File: config.mk
export PLATFORM = sky130hd
export DESIGN_NAME = keyboardDisplay
export DESIGN_NICKNAME = d
export VERILOG_FILES = /design/src/ps2KbdPkg.sv /design/src/ps2Receiver.sv /design/src/keyEventTracker.sv /design/src/asciiRom.sv /design/src/hexDisplay.sv /design/src/keyboardDisplay.sv
export SDC_FILE = /design/constraint.sdc
export NUM_CORES = 1
export LEC_CHECK = 0
export BUFFER_PORTS_ARGS = -buffer_cell sky130_fd_sc_hd__buf_2
export CELL_PAD_IN_SITES_DETAIL_PLACEMENT = 0
export CELL_PAD_IN_SITES_GLOBAL_PLACEMENT = 2
export CORE_MARGIN = 2
export CORE_UTILIZATION = 39
export DETAILED_ROUTE_END_ITERATION = 7
export PLACE_DENSITY = 0.81
export REMOVE_ABC_BUFFERS = 1
export SYNTH_ARGS = -nofsm -noshare
export SYNTH_HDL_FRONTEND = slang
export SYNTH_HIERARCHICAL = 1
export SYNTH_SLANG_ARGS = --single-unit
File: constraint.sdc
create_clock -name clk -period 10.8 [get_ports clk]
set_clock_uncertainty 0.2 [all_clocks]
set_input_delay 1.62 -clock clk [delete_from_list [all_inputs] [get_ports clk]]
set_output_delay 1.62 -clock clk [all_outputs]
set_load 0.03 [all_outputs]
File: src/ps2KbdPkg.sv
package ps2KbdPkg;

    typedef logic [7:0] scanCode_t;

    // Bit 0 is the top segment, 1 to 5 go clockwise, 6 is the middle
    typedef logic [6:0] segPattern_t;

    typedef struct packed {
        logic ps2Clk;
        logic ps2Data;
    } ps2Lines_t;

    typedef struct packed {
        logic      keyHeld;
        scanCode_t keyCode;
        logic [7:0] keyCount;
    } keyState_t;

    typedef struct packed {
        segPattern_t countHi;
        segPattern_t countLo;
        segPattern_t asciiHi;
        segPattern_t asciiLo;
        segPattern_t codeHi;
        segPattern_t codeLo;
    } displayDigits_t;

    localparam int FrameBits = 10;               // Data, parity and stop after the start bit

    localparam scanCode_t BreakPrefix  = 8'hF0;
    localparam scanCode_t ExtendPrefix = 8'hE0;

    localparam segPattern_t SegBlank = 7'b0000000;

    function automatic segPattern_t hexSegments(input logic [3:0] nibble);
        segPattern_t pattern;
        pattern = SegBlank;                       // Only reached for unknown input
        case (nibble)
            4'h0: pattern = 7'b0111111;
            4'h1: pattern = 7'b0000110;
            4'h2: pattern = 7'b1011011;
            4'h3: pattern = 7'b1001111;
            4'h4: pattern = 7'b1100110;
            4'h5: pattern = 7'b1101101;
            4'h6: pattern = 7'b1111101;
            4'h7: pattern = 7'b0000111;
            4'h8: pattern = 7'b1111111;
            4'h9: pattern = 7'b1101111;
            4'hA: pattern = 7'b1110111;
            4'hB: pattern = 7'b1111100;           // Lower-case b
            4'hC: pattern = 7'b0111001;
            4'hD: pattern = 7'b1011110;           // Lower-case d
            4'hE: pattern = 7'b1111001;
            4'hF: pattern = 7'b1110001;
        endcase
        return pattern;
    endfunction

endpackage

File: src/ps2Receiver.sv
`timescale 1ns/1ps

module ps2Receiver #(
    parameter int SyncStages = 3
) (
    input  logic                 clk,
    input  logic                 reset,
    input  ps2KbdPkg::ps2Lines_t ps2,
    output ps2KbdPkg::scanCode_t code,
    output logic                 codeValid
);
    import ps2KbdPkg::*;

    localparam int CountWidth = $clog2(FrameBits + 1);

    ps2Lines_t [SyncStages-1:0] syncChain;       // Both lines go through the same chain
    ps2Lines_t                  lines;
    logic                       prevClk;
    logic                       fallingEdge;
    logic [FrameBits-1:0]       frame;           // Start, eight data bits, parity
    logic [CountWidth-1:0]      bitCount;
    logic                       lastBit;
    logic                       frameGood;

    assign lines       = syncChain[SyncStages-1];
    assign fallingEdge = prevClk & ~lines.ps2Clk;
    assign lastBit     = bitCount == CountWidth'(FrameBits);

    // Start low, stop high, odd parity over data and parity bit
    assign frameGood = ~frame[0] & lines.ps2Data & (^frame[FrameBits-1:1]);

    always_ff @(posedge clk) begin
        if (reset) begin
            syncChain <= '1;                     // Lines idle high
            prevClk   <= 1'b1;
        end else begin
            syncChain <= {syncChain[SyncStages-2:0], ps2};
            prevClk   <= lines.ps2Clk;
        end
    end

    always_ff @(posedge clk) begin
        if (reset) begin
            bitCount  <= '0;
            codeValid <= 1'b0;
        end else begin
            codeValid <= 1'b0;
            if (fallingEdge) begin
                if (lastBit) begin
                    codeValid <= frameGood;      // Bad frames vanish here
                    bitCount  <= '0;
                end else begin
                    bitCount <= bitCount + 1'b1;
                end
            end
        end
    end

    always_ff @(posedge clk) begin
        if (fallingEdge) begin
            if (!lastBit) begin
                frame[bitCount] <= lines.ps2Data;
            end else if (frameGood) begin
                code <= frame[FrameBits-2:1];    // Held until the next good frame
            end
        end
    end

endmodule

File: src/keyEventTracker.sv
`timescale 1ns/1ps

module keyEventTracker (
    input  logic                 clk,
    input  logic                 reset,
    input  ps2KbdPkg::scanCode_t code,
    input  logic                 codeValid,
    output ps2KbdPkg::keyState_t state
);
    import ps2KbdPkg::*;

    logic       keyHeld;
    scanCode_t  keyCode;
    logic [7:0] keyCount;
    logic       breakPending;
    logic       extendPending;
    logic       isBreak;
    logic       isExtend;

    assign isBreak  = code == BreakPrefix;
    assign isExtend = code == ExtendPrefix;

    // Prefix bytes only arm a flag; the byte after them does the work
    always_ff @(posedge clk) begin
        if (reset) begin
            keyHeld       <= 1'b0;
            keyCount      <= '0;
            breakPending  <= 1'b0;
            extendPending <= 1'b0;
        end else if (codeValid) begin
            if (isBreak) begin
                breakPending <= 1'b1;
            end else if (isExtend) begin
                extendPending <= 1'b1;
            end else if (extendPending) begin
                extendPending <= 1'b0;           // Extended key is dropped
                breakPending  <= 1'b0;
            end else if (breakPending) begin
                breakPending <= 1'b0;
                keyHeld      <= 1'b0;            // Release
            end else if (!keyHeld) begin
                keyHeld  <= 1'b1;
                keyCount <= keyCount + 8'd1;     // Wraps FF to 00
            end
        end
    end

    // Typematic repeats arrive while keyHeld is set and are ignored
    always_ff @(posedge clk) begin
        if (codeValid && !isBreak && !isExtend && !extendPending && !breakPending
                && !keyHeld) begin
            keyCode <= code;
        end
    end

    assign state.keyHeld  = keyHeld;
    assign state.keyCode  = keyCode;
    assign state.keyCount = keyCount;

endmodule

File: src/asciiRom.sv
`timescale 1ns/1ps

module asciiRom (
    input  ps2KbdPkg::scanCode_t scanCode,
    output ps2KbdPkg::scanCode_t ascii
);

    // Set-2 make codes, lower-case letters and top-row digits
    always_comb begin
        case (scanCode)
            8'h1C: ascii = 8'h61;   // a
            8'h32: ascii = 8'h62;   // b
            8'h21: ascii = 8'h63;   // c
            8'h23: ascii = 8'h64;   // d
            8'h24: ascii = 8'h65;   // e
            8'h2B: ascii = 8'h66;   // f
            8'h34: ascii = 8'h67;   // g
            8'h33: ascii = 8'h68;   // h
            8'h43: ascii = 8'h69;   // i
            8'h3B: ascii = 8'h6A;   // j
            8'h42: ascii = 8'h6B;   // k
            8'h4B: ascii = 8'h6C;   // l
            8'h3A: ascii = 8'h6D;   // m
            8'h31: ascii = 8'h6E;   // n
            8'h44: ascii = 8'h6F;   // o
            8'h4D: ascii = 8'h70;   // p
            8'h15: ascii = 8'h71;   // q
            8'h2D: ascii = 8'h72;   // r
            8'h1B: ascii = 8'h73;   // s
            8'h2C: ascii = 8'h74;   // t
            8'h3C: ascii = 8'h75;   // u
            8'h2A: ascii = 8'h76;   // v
            8'h1D: ascii = 8'h77;   // w
            8'h22: ascii = 8'h78;   // x
            8'h35: ascii = 8'h79;   // y
            8'h1A: ascii = 8'h7A;   // z
            8'h45: ascii = 8'h30;   // 0
            8'h16: ascii = 8'h31;   // 1
            8'h1E: ascii = 8'h32;   // 2
            8'h26: ascii = 8'h33;   // 3
            8'h25: ascii = 8'h34;   // 4
            8'h2E: ascii = 8'h35;   // 5
            8'h36: ascii = 8'h36;   // 6
            8'h3D: ascii = 8'h37;   // 7
            8'h3E: ascii = 8'h38;   // 8
            8'h46: ascii = 8'h39;   // 9
            default: ascii = 8'h00; // Not a character key
        endcase
    end

endmodule

File: src/hexDisplay.sv
`timescale 1ns/1ps

module hexDisplay (
    input  ps2KbdPkg::scanCode_t   value,
    input  logic                   blank,
    output ps2KbdPkg::segPattern_t high,
    output ps2KbdPkg::segPattern_t low
);
    import ps2KbdPkg::*;

    segPattern_t highPattern;
    segPattern_t lowPattern;

    assign highPattern = hexSegments(value[7:4]);
    assign lowPattern  = hexSegments(value[3:0]);

    assign high = blank ? SegBlank : highPattern;   // Both digits go dark together
    assign low  = blank ? SegBlank : lowPattern;

endmodule

File: src/keyboardDisplay.sv
`timescale 1ns/1ps

module keyboardDisplay #(
    parameter int SyncStages = 3
) (
    input  logic                           clk,
    input  logic                           reset,
    input  ps2KbdPkg::ps2Lines_t           ps2,
    output wire ps2KbdPkg::displayDigits_t digits
);
    import ps2KbdPkg::*;

    scanCode_t code;
    logic      codeValid;
    keyState_t state;
    scanCode_t ascii;

    ps2Receiver #(
        .SyncStages(SyncStages)
    ) receiver (
        .clk      (clk),
        .reset    (reset),
        .ps2      (ps2),
        .code     (code),
        .codeValid(codeValid)
    );

    keyEventTracker tracker (
        .clk      (clk),
        .reset    (reset),
        .code     (code),
        .codeValid(codeValid),
        .state    (state)
    );

    asciiRom rom (
        .scanCode(state.keyCode),
        .ascii   (ascii)
    );

    hexDisplay countDisplay (               // Stays lit after a release
        .value(state.keyCount),
        .blank(1'b0),
        .high (digits.countHi),
        .low  (digits.countLo)
    );

    hexDisplay asciiDisplay (
        .value(ascii),
        .blank(!state.keyHeld),
        .high (digits.asciiHi),
        .low  (digits.asciiLo)
    );

    hexDisplay codeDisplay (
        .value(state.keyCode),
        .blank(!state.keyHeld),
        .high (digits.codeHi),
        .low  (digits.codeLo)
    );

endmodule

# Word-level counts from Yosys, hierarchy flattened
# Memory sizes are Yosys's and may differ from the RTL's. A register that Yosys moved wholly into a read port is not among the register bits.
# Index checks and enable logic that the tools add are counted.
# word_totals
latch_bits	0
mem_bits_rw	0
reg_bits	49
inputBits	4
mem_count	7
rom_bits	1568
# op_classes
mul	0
div_mod_pow	0
eq_ne	4
bitwise_logic	12
shift	0
muxes	20
reduce_logical	19
addsub	2
n_lt_le_gt_ge	2
# memory_table
memory	depth	word_bits	rd	rd_ports_with_merged_regs	write_ports	line	source
(name not given)	128	7	1	1	0	asciiRom.sv:10	case (scanCode)
(name not given)	16	7	1	0	0	ps2KbdPkg.sv:38	case (nibble)
(name not given)	16	7	1	0	0	ps2KbdPkg.sv:38	
(name not given)	16	7	1	1	0	ps2KbdPkg.sv:38	
(name not given)	16	7	1	1	0	ps2KbdPkg.sv:38	
(name not given)	16	7	1	1	0	ps2KbdPkg.sv:38	
+1 memories	-	-	-	-	-	-	
# op_table
operator	count
7-bit two-way mux	5
4-bit two-way mux	7
8-bit equality test (second input constant)	2
10-bit bitwise mux	1
1-bit NOT	9
9-bit parity	1
8-bit by 1-bit adder with 8-bit output (second input constant)	1
8-bit two-way mux	1
1-bit logical AND	6
2-bit AND reduction	3
6-bit AND reduction	1
1-bit zero test	5
4-bit by 5-bit < comparator with 1-bit output (second input constant)	1
1-bit two-way mux	5
4-bit by 1-bit adder with 4-bit output (second input constant)	1
1-bit demux with 4-bit select	1
4-bit equality test (second input constant)	1
4-bit by 1-bit greater-or-equal comparator with 1-bit output (second input constant)	1
4-bit AND reduction	1
1-bit AND	3
3-bit AND reduction	1
3-bit OR reduction	1
2-bit by 1-bit != test with 1-bit output (second input constant)	1

# Longest topological paths before layout
# depth
word_depth	8
mapped_depth	11
depth_no_buf	11

# By module
# Netlist, hierarchy kept.
# by_module_without_submodules
mod	n_inst	area_per_inst_um2	cells_each
hexDisplay	3	546.8	73
ps2Receiver	1	1129.8	84
keyEventTracker	1	750.7	64
asciiRom	1	734.5	113
keyboardDisplay	1	7.5	2

# Least setup slack after synthesis
# Ideal clock, no wire load.
# synth_path
path_kind	reg2out
start	register tracker/keyCode[0] (netlist name)
end	output port digits[17] (netlist name)
path_stages_with_launch	12
required_ns	8.980
slack_ns	5.817
arrival_ns	3.163
cell_sequence	edfxtp_1 > inv_1 > ha_1 > nand2b_1 > a311oi_1 > nand2b_1 > o31ai_1 > inv_1 > ha_1 > inv_1 > a211o_1 > a21oi_1
# synth_lines
element	line	source
end: declaration	keyboardDisplay.sv:9	output wire ps2KbdPkg::displayDigits_t digits

==> impl_metrics.json <==
{
  "setup_viol": 0,
  "via_per_inst": 5.38,
  "vias": 3526,
  "r2r_start": "receiver/frame[3]$_DFFE_PP_",
  "synth.distinct_cells": 67,
  "die_area_mm2": 0.0118,
  "finalCriticalPeriod_ns": 5.60,
  "syn_avg_cell_area_um2": 8.84,
  "grt_pass1_vias": 3210,
  "crit_type": "register to primary output",
  "fillers": 1091,
  "yosys-top-cells-area": "edfxtp_1 (18%), ha_1 (13%), dfxtp_1 (11%)",
  "period_share_pct": 51.9,
  "post_cts_buffers": 0,
  "slew_headroom_pct": 38.3,
  "rr_worst_depth": 4,
  "core_mm2": 0.0107,
  "start_util_pct": 39.7,
  "arrival_ns": 3.78,
  "yosys-top-cells-count": "ha_1 (44), nor2_1 (44), a21oi_1 (40), inv_1 (30), edfxtp_1 (26)",
  "crit_path_start_kind": "register",
  "final_antenna_net_count": 0,
  "hold_path_class": "register to register",
  "firstDrtPassIters": 4,
  "cts_root_buffer": "clkbuf_8",
  "comb_power_share_pct": 4.5,
  "outcome": "completed",
  "met2_usage_pct": 26.7,
  "p_int_mw": 0.259,
  "place_congestion": 0.844,
  "peakVddDrop_uv": 63.8,
  "r2r_slack_ns": 8.57,
  "ys.flop_type": "edfxtp_1",
  "finalPower_mw": 0.327,
  "clkTransAtPathRegs_ns": 0.08,
  "area.growth.synth_to_final_pct": 8.60,
  "yosysWarnings": 6,
  "drv_slew": 0,
  "syn_area_mm2": 0.00426,
  "overflow": 0,
  "seq_area_frac_synth_pct": 29.1,
  "fin_area_mm2": 0.00463,
  "cts_resized": 0,
  "p_switching_mw": 0.0683,
  "insertion_delay_ns": 0.30,
  "drive_gt1_share_pct": 16.1,
  "hold_end": "receiver/syncChain[3]$_SDFF_PP1_",
  "yosysTopAreaCellShare_pct": 18.3,
  "finalSetupTns_ns": 0,
  "avgRoutedWirePerCell_um": 12.8,
  "dp_hpwl_um": 6140,
  "p_sw_share_pct": 20.9,
  "grt_antenna_before_repair": 0,
  "fp.dieH_um": 109,
  "ys_async_sr_fraction_pct": 0,
  "globalRouteTotalUtil_pct": 14.4,
  "synth-edff-count": 26,
  "p_leak_nw": 1.92,
  "grt_pass1_wl_um": 14200,
  "hold_viol": 0,
  "antenna_cells": 0,
  "synthCells": 482,
  "drt_iter0_markers": 233,
  "grt.busiest_layer": "met2",
  "seq_power_share_pct": 59.9,
  "ys_seq_elements": 49,
  "clk_path_buf_depth": 2,
  "min_path_cells": 1,
  "finish.net_count": 562,
  "required_ns": 8.98,
  "cts_buffers": 5,
  "placedInstanceArea_mm2": 0.00453,
  "min_from": "receiver/syncChain[1]$_SDFF_PP1_",
  "rsz0062_at_grt": "no",
  "max_slew.worst_pin.slew_ns": 0.925,
  "die_w_um": 109,
  "met3_usage_pct": 2.11,
  "clkPwrFrac_pct": 35.6,
  "met1_usage_pct": 17.3,
  "endpoint_kind": "primary output",
  "power_density_mw_per_mm2": 70.7,
  "cts_tree": "yes",
  "ioPinCount": 46,
  "grt_max_degree": 44,
  "max_cap_violations": 0,
  "reg2reg_to": "receiver/code[5]$_DFFE_PP_",
  "portBuffers": 45,
  "cts_hold_buf": 0,
  "max_freq_ghz": 0.179,
  "crit_fanout": 16,
  "clock-sinks": 49,
  "wl_um": 8410,
  "yosys.area.top_type": "edfxtp_1",
  "placementRows": 38,
  "drc": 0,
  "htree_num_levels": 2
}
worst max-delay path by stage:
stage	from	to	slack [ns]	cells after the start
floorplan	tracker/keyCode[3]$_DFFE_PP_	digits[20]	5.56	6
global placement	tracker/keyCode[1]$_DFFE_PP_	digits[17]	5.65	12
detailed placement	tracker/keyCode[1]$_DFFE_PP_	digits[17]	5.56	12
CTS	tracker/keyCode[1]$_DFFE_PP_	digits[17]	5.18	12
global route	tracker/keyCode[1]$_DFFE_PP_	digits[17]	4.89	12
finish	tracker/keyCode[1]$_DFFE_PP_	digits[17]	5.20	12
power groups by stage:
stage / registers (mW) / logic [mW] / clock network [mW]
after floorplan: 0.200 / 0.0104 / 0
after global placement: 0.201 / 0.0146 / 0
after global routing: 0.197 / 0.0162 / 0.129
after CTS: 0.196 / 0.0147 / 0.120
after detailed placement: 0.201 / 0.0147 / 0
final: 0.196 / 0.0148 / 0.116
kinds of logic after synthesis:
logic type	count (synthesis)	synth area share [%]
AO/OA/AOI/OAI	130	20.6
buffers and inverters	59	6.96
other	2	0.176
adder cells (fa/ha/maj)	44	12.9
multiplexers	26	7.07
flip-flops	49	29.1
AND/OR/NAND/NOR	161	20.2
XOR/XNOR	11	3.02
flip-flops by register name, indices dropped and copies added, names as in the netlist:
register and count:
receiver/syncChain 4, receiver/frame 10, tracker/keyHeld 1, receiver/code 8, receiver/prevClk 1, tracker/breakPending 1, receiver/codeValid 1, tracker/keyCode 8
tracker/keyCount 8, receiver/bitCount 4, tracker/extendPending 1, receiver/lines 2
placed cells by master, fill, tap and decap left out, types with 5 or more instances in the layout:
cell type  instances
buf_2             45
or2_1              6
clkbuf_8           5
edfxtp_1          26
o211ai_1           7
or2_2              7
nand3_1           16
nand3b_1           8
a211oi_1           8
ha_1              44
conb_1             6
o21ai_1           13
nand2_1           25
mux2i_1           20
nor2b_1            8
or3_1              6
o21a_1             5
a21oi_1           40
nor2_1            44
inv_1             30
a311oi_1           9
a31oi_1            7
nor3_1             5
nand2b_1          15
a211o_1            7
xnor2_1            5
dfxtp_1           23
o21ai_0           11
layer usage:
metal	share of wire, %	wire length (µm)	up-vias
li1	-	-	1797
met2	51	4280	84
met3	3.5	295	14
met4	1.7	140	0
met5	0	0	-
met1	44	3700	1631
final cells by class:
class | instances | area (µm²) | share of cell area, %
multi-input cells | 378 | 2740 | 59.2
clock buffers | 7 | 97.6 | 2.11
inverters | 31 | 116 | 2.51
clock inverters | 1 | 3.75 | 0.0811
well taps | 140 | 175 | 3.78
repair buffers | 49 | 255 | 5.51
flip-flops and latches | 49 | 1240 | 26.8
worst max-delay path: stages, from the launching register on:
cell and delay, ns:
edfxtp_1 0.65, inv_1 0.21, ha_1 0.37, a21o_1 0.14
a21oi_1 0.08, nand2b_1 0.19, o31ai_1 0.61, inv_1 0.22
ha_1 0.36, inv_1 0.05, a211o_1 0.25, a21oi_1 0.13
buf_2 0.22
per-stage QoR:
stage	hold slack [ns]	utilization, %	cells	setup slack, ns
after floorplan	0.189	-	458	5.56
after global placement	0.191	42.1	647	5.65
after detailed placement	0.194	42.1	647	5.56
after CTS	0.216	43.1	655	5.18
after global routing	0.240	43.1	655	4.89
final	0.216	43.1	655	5.20
Power figures use the tool's default switching activity.
